<file path="src/design/bpu_pkg.sv">
package bpu_pkg;

    ////////////////////////////////////////////////////////////
    // basic widths

    typedef logic [31:0] bus32_t;

    localparam int N_SLOTS = 2;

    // index sits right above the word offset
    localparam int INDEX_BITS = 6;
    localparam int N_ENTRIES  = 1 << INDEX_BITS;
    localparam int INDEX_LSB  = 2;
    localparam int TAG_BITS   = 24;
    localparam int TAG_LSB    = INDEX_LSB + INDEX_BITS;

    typedef logic [INDEX_BITS-1:0] index_t;
    typedef logic [TAG_BITS-1:0]   tag_t;

    ////////////////////////////////////////////////////////////
    // direction counters and target entries

    // top bit set means predict taken
    typedef logic [1:0] counter_t;

    localparam counter_t CNT_RESET = 2'b01;
    localparam counter_t CNT_MAX   = 2'b11;
    localparam counter_t CNT_MIN   = 2'b00;

    typedef struct packed {
        logic   valid;
        tag_t   tag;
        bus32_t target;
    } btb_entry_t;

    // inclusive opcode range of the branch group
    localparam logic [5:0] BR_OP_LO = 6'b010010;
    localparam logic [5:0] BR_OP_HI = 6'b011011;

    // update handshake states
    typedef enum logic [1:0] {
        UPD_IDLE,
        UPD_WRITE,
        UPD_HOLD
    } upd_state_t;

    function automatic index_t pc_index(input bus32_t pc);
        return pc[INDEX_LSB +: INDEX_BITS];
    endfunction

    function automatic tag_t pc_tag(input bus32_t pc);
        return pc[TAG_LSB +: TAG_BITS];
    endfunction

endpackage

</file>
<file path="src/design/branch_update_if.sv">
`timescale 1ns/100ps

interface branch_update_if;
    import bpu_pkg::*;

    logic       wr_en;
    bus32_t     wr_pc;
    counter_t   wr_cnt;
    btb_entry_t wr_btb;

    // read port used by the updater to fetch the old counter
    bus32_t     rd_pc;
    counter_t   rd_cnt;

    modport updater (output wr_en, wr_pc, wr_cnt, wr_btb, rd_pc, input rd_cnt);

    modport tbl (input wr_en, wr_pc, wr_cnt, wr_btb, rd_pc, output rd_cnt);

endinterface

</file>
<file path="src/design/predictor_update.sv">
`timescale 1ns/100ps

module predictor_update (
    input  logic                    clk,
    input  logic                    arst_n,
    input  logic                    update_req,
    output logic                    update_ack,
    input  bpu_pkg::bus32_t         upd_pc,
    input  logic                    upd_taken,
    input  bpu_pkg::bus32_t         upd_target,
    branch_update_if.updater        bht_port,
    branch_update_if.updater        btb_port
);
    import bpu_pkg::*;

    upd_state_t state_q;
    upd_state_t state_d;

    bus32_t     pc_q;
    bus32_t     target_q;
    logic       taken_q;

    counter_t   cnt_old;
    counter_t   cnt_new;
    btb_entry_t btb_new;
    logic       write_phase;

    ////////////////////////////////////////////////////////////
    // handshake FSM

    always_comb begin
        state_d = state_q;
        case (state_q)
            UPD_IDLE: begin
                if (update_req) begin
                    state_d = UPD_WRITE;
                end
            end
            // tables written at the edge leaving this state
            UPD_WRITE: begin
                state_d = UPD_HOLD;
            end
            UPD_HOLD: begin
                if (!update_req) begin
                    state_d = UPD_IDLE;
                end
            end
            default: begin
                state_d = UPD_IDLE;
            end
        endcase
    end

    always_ff @(posedge clk or negedge arst_n) begin
        if (!arst_n) begin
            state_q <= UPD_IDLE;
        end else begin
            state_q <= state_d;
        end
    end

    assign update_ack  = (state_q == UPD_HOLD);
    assign write_phase = (state_q == UPD_WRITE);

    // capture the resolved branch when a request is accepted
    always_ff @(posedge clk) begin
        if (state_q == UPD_IDLE && update_req) begin
            pc_q     <= upd_pc;
            taken_q  <= upd_taken;
            target_q <= upd_target;
        end
    end

    ////////////////////////////////////////////////////////////
    // new table contents

    assign cnt_old = bht_port.rd_cnt;

    // saturating step toward the outcome
    always_comb begin
        if (taken_q) begin
            cnt_new = (cnt_old == CNT_MAX) ? CNT_MAX : cnt_old + 2'd1;
        end else begin
            cnt_new = (cnt_old == CNT_MIN) ? CNT_MIN : cnt_old - 2'd1;
        end
    end

    assign btb_new = '{valid: 1'b1, tag: pc_tag(pc_q), target: target_q};

    assign bht_port.wr_en  = write_phase;
    assign bht_port.wr_pc  = pc_q;
    assign bht_port.wr_cnt = cnt_new;
    assign bht_port.wr_btb = btb_new;
    assign bht_port.rd_pc  = pc_q;

    // not-taken outcomes leave the target entry alone
    assign btb_port.wr_en  = write_phase && taken_q;
    assign btb_port.wr_pc  = pc_q;
    assign btb_port.wr_cnt = cnt_new;
    assign btb_port.wr_btb = btb_new;
    assign btb_port.rd_pc  = pc_q;

endmodule

</file>
<file path="src/flat_wrapper.sv">
// flat-port wrapper written by rule: the top's interface ports become plain ports
module predictor_update_flat import bpu_pkg::*;
  (clk, arst_n, update_req, update_ack, upd_pc, upd_taken, upd_target, bht_port_wr_en, bht_port_wr_pc, bht_port_wr_cnt, bht_port_wr_btb, bht_port_rd_pc, bht_port_rd_cnt, btb_port_wr_en, btb_port_wr_pc, btb_port_wr_cnt, btb_port_wr_btb, btb_port_rd_pc, btb_port_rd_cnt);
  branch_update_if bht_port_i ();
  branch_update_if btb_port_i ();
  input  logic clk;
  input  logic arst_n;
  input  logic update_req;
  output logic update_ack;
  input  bpu_pkg::bus32_t upd_pc;
  input  logic upd_taken;
  input  bpu_pkg::bus32_t upd_target;
  output wire logic [$bits(bht_port_i.wr_en)-1:0] bht_port_wr_en;
  output wire logic [$bits(bht_port_i.wr_pc)-1:0] bht_port_wr_pc;
  output wire logic [$bits(bht_port_i.wr_cnt)-1:0] bht_port_wr_cnt;
  output wire logic [$bits(bht_port_i.wr_btb)-1:0] bht_port_wr_btb;
  output wire logic [$bits(bht_port_i.rd_pc)-1:0] bht_port_rd_pc;
  input wire logic [$bits(bht_port_i.rd_cnt)-1:0] bht_port_rd_cnt;
  output wire logic [$bits(btb_port_i.wr_en)-1:0] btb_port_wr_en;
  output wire logic [$bits(btb_port_i.wr_pc)-1:0] btb_port_wr_pc;
  output wire logic [$bits(btb_port_i.wr_cnt)-1:0] btb_port_wr_cnt;
  output wire logic [$bits(btb_port_i.wr_btb)-1:0] btb_port_wr_btb;
  output wire logic [$bits(btb_port_i.rd_pc)-1:0] btb_port_rd_pc;
  input wire logic [$bits(btb_port_i.rd_cnt)-1:0] btb_port_rd_cnt;
  assign bht_port_wr_en = bht_port_i.wr_en;
  assign bht_port_wr_pc = bht_port_i.wr_pc;
  assign bht_port_wr_cnt = bht_port_i.wr_cnt;
  assign bht_port_wr_btb = bht_port_i.wr_btb;
  assign bht_port_rd_pc = bht_port_i.rd_pc;
  assign bht_port_i.rd_cnt = bht_port_rd_cnt;
  assign btb_port_wr_en = btb_port_i.wr_en;
  assign btb_port_wr_pc = btb_port_i.wr_pc;
  assign btb_port_wr_cnt = btb_port_i.wr_cnt;
  assign btb_port_wr_btb = btb_port_i.wr_btb;
  assign btb_port_rd_pc = btb_port_i.rd_pc;
  assign btb_port_i.rd_cnt = btb_port_rd_cnt;
  predictor_update u_core (.clk(clk), .arst_n(arst_n), .update_req(update_req), .update_ack(update_ack), .upd_pc(upd_pc), .upd_taken(upd_taken), .upd_target(upd_target), .bht_port(bht_port_i), .btb_port(btb_port_i));
endmodule
</file>
<file path="config.mk">
export PLATFORM = sky130hd
export DESIGN_NAME = predictor_update_flat
export DESIGN_NICKNAME = d
export VERILOG_FILES = /design/src/design/bpu_pkg.sv /design/src/design/branch_update_if.sv /design/src/design/predictor_update.sv /design/src/flat_wrapper.sv
export SDC_FILE = /design/constraint.sdc
export NUM_CORES = 1
export LEC_CHECK = 0
export BUFFER_PORTS_ARGS = -buffer_cell sky130_fd_sc_hd__buf_2
export CAP_MARGIN = 20
export CORE_AREA = 5 5 121 123
export DETAILED_ROUTE_END_ITERATION = 8
export DIE_AREA = 0 0 126 128
export HOLD_SLACK_MARGIN = 0.05
export SYNTH_ARGS = -nofsm -noshare
export SYNTH_HDL_FRONTEND = slang
export SYNTH_SLANG_ARGS = --single-unit
</file>
<file path="constraint.sdc">
create_clock -name clk -period 8.33 [get_ports clk]
set_input_delay 0.4165 -clock clk [delete_from_list [all_inputs] [get_ports clk]]
set_output_delay 0.4165 -clock clk [all_outputs]
set_load 0.02 [all_outputs]
</file>
==> impl_results.md, run 1 <==
* Hold WS at 257 ps
* Core box area at 13600 µm²
* Via count at 2120
* Synth Instances at 257
* Clk slew on worst S/H paths at 60 ps
* Setup TNS at 0 ps
* Gpl congestion at 0.708
* Final slew viol count at 0
* Initial antenna violation count at 2
* Minimum clock period at 1700 ps
* CTS Root Buffer Type: clkbuf_16
* N_diodes at 0
* Number of global-route vias before repair at 2021
* Pwr/cell area at 345 nW/µm²
* Nets at 480
* Unrepaired setup endpoints after global routing: no
* Die height at 128 µm
* Ports at 321
* Top cells by area, synth: edfxtp_1 (57%), buf_4 (39%), dfrtp_1 (1.5%)
* Worst setup EP type: primary output
* Number of synthesized flops with an enable pin at 65
* Register area share after synthesis at 58.4%
* Reg2reg path depth at 2
* Flops & latches, synth at 67
* Cell variety after synth at 10
* Status: finished clean
* TritonRoute pass-1 iters at 5
* Non-filler cells, final at 593
* Hold Path Cell Cnt at 1
* Share of cells above drive strength 1 at 81.1%
* Buf/Inv on CP at 1
* Slew margin rel. at 65.0%
* Htree depth at 3
* Max Cap Viol at 0
* Hold Crit Endpoint: u_core.bht_port.rd_pc[23]
* Hold Buf Count CTS at 1
* Synthesis Warnings at 0
* CTS sink cnt at 67
* Drt first-iter violations at 72
* Most frequent cell after synthesis: buf_4
* First-pass GRT wire length at 11.6 mm
* Synth Flop Type: edfxtp_1
* Hold Vio Cnt, Final at 0
* GRT Total Usage at 9.43%
* Final Setup Violations at 0
* Pleak at 2.08 nW
* Share of the synthesized area in the top cell type at 57.0%
* Clock latency on the worst-skew pair at 330 ps
* Largest net degree at the start of global routing at 42
* Layout Skew at 4.73 ps
* DRC violations left at 0
* Vias per std cell at 3.58
* Delay-heaviest family, CP: flip-flops
* Reg-to-Reg End: u_core.target_q[20]
* Max incr delay on CP at 410 ps
* Post-DRT Antenna Nets at 0
* Critical path class: flop to primary output
* Post-Syn Area at 3430 µm²
* Setup crit start kind: flop
* Die area at 16100 µm²
* Area delta synth->final at 22.6%
* Worst-Margin Slew at 525 ps
* Worst hold path startpoint: upd_pc[23]
* CTS tree: yes
* Grt total ovfl at 0
* Crit path required time at 7910 ps
* Hold WC Path Type: input port to flop
* Buffers on Ports at 316
* Asr flop ratio synth at 2.99%
* Starting Density at 25.3%
* CTS buffer count at 9
* Top post-synthesis cells by count: buf_4 (180), edfxtp_1 (65)
* Data arrival, critical path at 1290 ps
* Number of setup buffers added after CTS at 0
* Site Rows at 43
* Largest area contributor in the netlist: edfxtp_1
* Crit path max fanout at 3
* Crit-path cells: maj3_1 > buf_2
* Fin crit share at 20.4%
* Mean area per synthesized cell at 13.3 µm²
* Placed Cells at 576
* CTS resizes at 0
* Clock buffer depth at 2
* Fmax at 587 MHz
* Drt total wl at 8.36 mm
* R2R setup slack at 6830 ps
* Pwr Total at 1.45 mW
* FF-to-FF Start: u_core.state_q[0]
* Crit-path slowest cell: edfxtp_1
* Die Width at 126 µm
* Max VDD drop at 0.127 mV
* Post-DP HPWL at 6.87 mm
* Drt wl/cell at 14.1 µm
## registers in the layout, indices dropped and copies added, names as in the netlist
| signal | cells |
|---|---|
| u_core.taken_q | 1 |
| u_core.state_q | 2 |
| u_core.target_q | 32 |
| u_core.bht_port.rd_pc | 32 |
## kinds of logic after synthesis
group	count (synthesis)	share of synthesized area, %
buffers and inverters	181	39.5
adder cells (fa/ha/maj)	2	0.584
other	1	0.109
AND/OR/NAND/NOR	5	1.13
flip-flops	67	58.4
AO/OA/AOI/OAI	1	0.219
## worst max path at each step
stage | startpoint | cells after the start | to | slack (ps)
floorplan | u_core.state_q[0] | 1 | u_core.bht_port.rd_pc[0] | 2580
global placement | update_req | 3 | u_core.target_q[20] | 6750
detailed placement | update_req | 3 | u_core.bht_port.rd_pc[8] | 6720
CTS | u_core.taken_q | 2 | btb_port_wr_cnt[0] | 6600
global route | u_core.taken_q | 2 | bht_port_wr_cnt[1] | 6560
finish | u_core.taken_q | 2 | bht_port_wr_cnt[0] | 6630
## report_power, final
group / leakage [nW] / switching [mW] / internal (mW)
Sequential: 0.637 / 0.0517 / 0.459
Combinational: 1.30 / 0.405 / 0.164
Clock: 0.140 / 0.139 / 0.229
Total: 2.08 / 0.596 / 0.852
## metrics by stage
| step | area, µm² | util (%) | setup WS [ps] |
|---|---|---|---|
| final | 4200 | 31.0 | 6630 |
| after global routing | 4200 | 31.0 | 6560 |
| after CTS | 4200 | 31.0 | 6600 |
| after detailed placement | 3910 | 28.8 | 6720 |
| after global placement | 3910 | 28.8 | 6750 |
| after floorplan | 3430 | - | 2580 |
## metal layers
layer  vias to the layer above  global-route usage [%]  share of wire (%)
met4                         4                    5.11                2.0
met5                         -                       0               0.32
met2                       174                    15.3                 50
met3                        14                    4.42                 15
met1                       964                    10.3                 33
li1                        964                       -                  -
## layout make-up
| type | instances | area [µm²] |
|---|---|---|
| repair buffers | 319 | 1610 |
| clock inverters | 6 | 56.3 |
| inverters | 1 | 3.75 |
| fillers | 1429 | 9360 |
| well taps | 180 | 225 |
| clock buffers | 10 | 229 |
| multi-input cells | 10 | 78.8 |
| flip-flops and latches | 67 | 2000 |
## cell usage in the layout (no fill, tap or decap), drive strengths merged
cell type and count:
dfrtp 2, edfxtp 65, clkinvlp 1, and2 1
maj3 2, inv 1, nor2b 2, clkbuf 10
dlygate4sd3 1, a21o 1, conb 2, clkinv 4
bufinv 1, buf 318, nor3b 2
Note: power is estimated with default switching activity, not from simulation.
==> run 2, diff against run 1 <==
--- a/config.mk
+++ b/config.mk
@@ -7,9 +7,9 @@
 export LEC_CHECK = 0
 export BUFFER_PORTS_ARGS = -buffer_cell sky130_fd_sc_hd__buf_2
 export CAP_MARGIN = 20
-export CORE_AREA = 5 5 121 123
+export CORE_AREA = 5 5 123 125
 export DETAILED_ROUTE_END_ITERATION = 8
-export DIE_AREA = 0 0 126 128
+export DIE_AREA = 0 0 128 130
 export HOLD_SLACK_MARGIN = 0.05
 export SYNTH_ARGS = -nofsm -noshare
 export SYNTH_HDL_FRONTEND = slang
==> constraint.sdc (replaced) <==
create_clock -name clk -period 1.5 [get_ports clk]
set_input_delay 0.075 -clock clk [delete_from_list [all_inputs] [get_ports clk]]
set_output_delay 0.075 -clock clk [all_outputs]
set_load 0.02 [all_outputs]
==> run 2 against run 1 <==
Core utilization is 5.1 points higher. Count of clock-buffer cells in the layout is 2 higher. Sequential share of layout area fell by 7.4 points. Sequential power grew to 5.6 times the previous value. Critical path type unchanged. Critical endpoint is now bht_port_wr_cnt[1]. Highest routed layer is now met4.
==> impl_results.md, run 2 (synthesized netlist as in run 1, its figures left out) <==
* Reg2reg path depth at 2
* FF-to-FF Start: u_core.state_q[1]
* Net Sw Frac at 38.8%
* DRC violations left at 0
* Initial antenna violation count at 3
* Layout Skew at 6.34 ps
* Pwr/cell area at 1740 nW/µm²
* Minimum clock period at 1390 ps
* Max Cap Viol at 0
* GRT Total Usage at 10.1%
* Core box area at 13800 µm²
* Worst hold path startpoint: upd_pc[12]
* Fillers at 1355
* Crit path required time at 1420 ps
* TritonRoute pass-1 iters at 4
* Site Rows at 43
* Delay-heaviest family, CP: flip-flops
* Most common cell after layout, fill and taps aside: buf_2
* Max incr delay on CP at 420 ps
* Share of cells above drive strength 1 at 69.8%
* Critical path class: flop to primary output
* Ports at 321
* Final slew viol count at 0
* CTS sink cnt at 67
* Clock buffer depth at 2
* CTS buffer count at 9
* Pleak at 2.39 nW
* Pwr Total at 8.65 mW
* Fmax at 720 MHz
* Gpl congestion at 0.765
* Area delta synth->final at 45.0%
* Setup crit start kind: flop
* Hold Path Cell Cnt at 2
* Number of setup buffers added after CTS at 0
* Htree depth at 3
* Drt first-iter violations at 62
* Final WS setup at 111 ps
* Die area at 16600 µm²
* Clock Power Share at 28.0%
* Data arrival, critical path at 1310 ps
* Drt wl/cell at 14.1 µm
* R2R setup slack at 150 ps
* Post-DRT Antenna Nets at 0
* First-pass GRT wire length at 12.6 mm
* Status: finished clean
* Crit path max fanout at 3
* Most frequent cells in the layout: buf_2 (316), dlygate4sd3_1 (68), edfxtp_1 (65), clkbuf_16 (9), bufinv_16 (3)
* Hold WC Path Type: input port to flop
* Clock latency on the worst-skew pair at 330 ps
* Largest net degree at the start of global routing at 38
* CTS tree: yes
* Crit-path slowest cell: edfxtp_1
* Die height at 130 µm
* Drt total wl at 9.34 mm
* Buf/Inv on CP at 1
* Final Setup Violations at 0
* Int Pwr at 5.29 mW
* Seq pwr share at 33.0%
* Unrepaired setup endpoints after global routing: no
* Area occupied by registers at 2000 µm²
* Max VDD drop at 0.738 mV
* Grt total ovfl at 0
* Via count at 2400
* Hold Vio Cnt, Final at 0
* Post-Place Setup Slack at 163 ps
* Post-DP HPWL at 7.24 mm
* Comb power frac at 39.0%
* Reg-to-Reg End: u_core.bht_port.rd_pc[24]
* Fin crit share at 92.6%
* CTS Root Buffer Type: clkbuf_16
* Die Width at 128 µm
* Clk slew on worst S/H paths at 50 ps
* P_sw at 3.36 mW
* Hold Crit Endpoint: u_core.bht_port.rd_pc[12]
* Nets at 547
* Crit-path cells: maj3_1 > buf_2
* Worst setup EP type: primary output
* Buffers on Ports at 316
* Starting Density at 24.9%
* Vias per std cell at 3.62
* Number of global-route vias before repair at 2364
* Area occupied by multi-input gates at 85.1 µm²
-- run 2: cell types whose count changed in the layout (fill, tap and decap cells not counted), sizes merged --
cell	change
clkinv	-4
clkbuf	+2
dlygate4sd3	+67
diode	+3
bufinv	+2
-- run 2: what timing repair did --
| item | 4_1_cts | 5_1_grt |
|---|---|---|
| resized for setup | 0 | 0 |
| hold endpoints to repair | 69 | 0 |
| setup endpoints to repair | 0 | 0 |
| hold buffers | 68 | 0 |
-- run 2: worst register-to-register path, cell delays in order, from the launching register on --
cell and delay [ps]:
dfrtp_1 430, nor3b_4 320, buf_12 250
-- run 2: final cells by class --
cell class,instances,area share [%]
well taps,180,4.53
clock buffers,12,4.96
repair buffers,386,46.3
inverters,1,0.0755
multi-input cells,10,1.71
diodes,3,0.151
clock inverters,4,1.96
flip-flops and latches,67,40.3
-- run 2: power by group through the flow --
stage | Sequential (mW) | Clock (mW) | Combinational, mW
after detailed placement | 2.89 | 0 | 3.27
after floorplan | 3.30 | 0 | 2.61
after global placement | 2.87 | 0 | 3.29
after global routing | 2.93 | 2.58 | 3.53
after CTS | 2.87 | 2.51 | 3.42
final | 2.86 | 2.42 | 3.37
-- run 2: worst max path at each step --
stage,from,to,slack (ps),cells after the start
2_1_floorplan,u_core.state_q[1],u_core.bht_port.rd_pc[0],-1070,1
3_3_place_gp,u_core.state_q[1],u_core.target_q[31],180,2
3_5_place_dp,u_core.state_q[1],u_core.target_q[31],160,2
4_1_cts,u_core.taken_q,bht_port_wr_cnt[1],80,2
5_1_grt,u_core.taken_q,bht_port_wr_cnt[1],60,2
6_report,u_core.taken_q,bht_port_wr_cnt[1],110,2
-- run 2: stage by stage --
step / area (µm²) / std cells / hold slack (ps) / TNS, ps / util (%)
final: 4970 / 663 / 453 / 0 / 36.1
after global routing: 4970 / 662 / 443 / 0 / 36.1
after CTS: 4960 / 660 / 423 / 0 / 36.0
after detailed placement: 3940 / 576 / -134 / 0 / 28.6
after global placement: 3940 / 576 / -134 / 0 / 28.6
after floorplan: 3440 / 258 / -221 / -69320 / -
-- run 2: metal layers --
layer / track usage [%] / part of all wire, % / wire (µm) / vias to the layer above
li1: - / - / - / 1103
met1: 9.79 / 32 / 3020 / 1104
met2: 18.7 / 52 / 4880 / 184
met3: 3.89 / 14 / 1270 / 9
met4: 5.24 / 1.8 / 167 / 0
met5: 0 / 0 / 0 / -
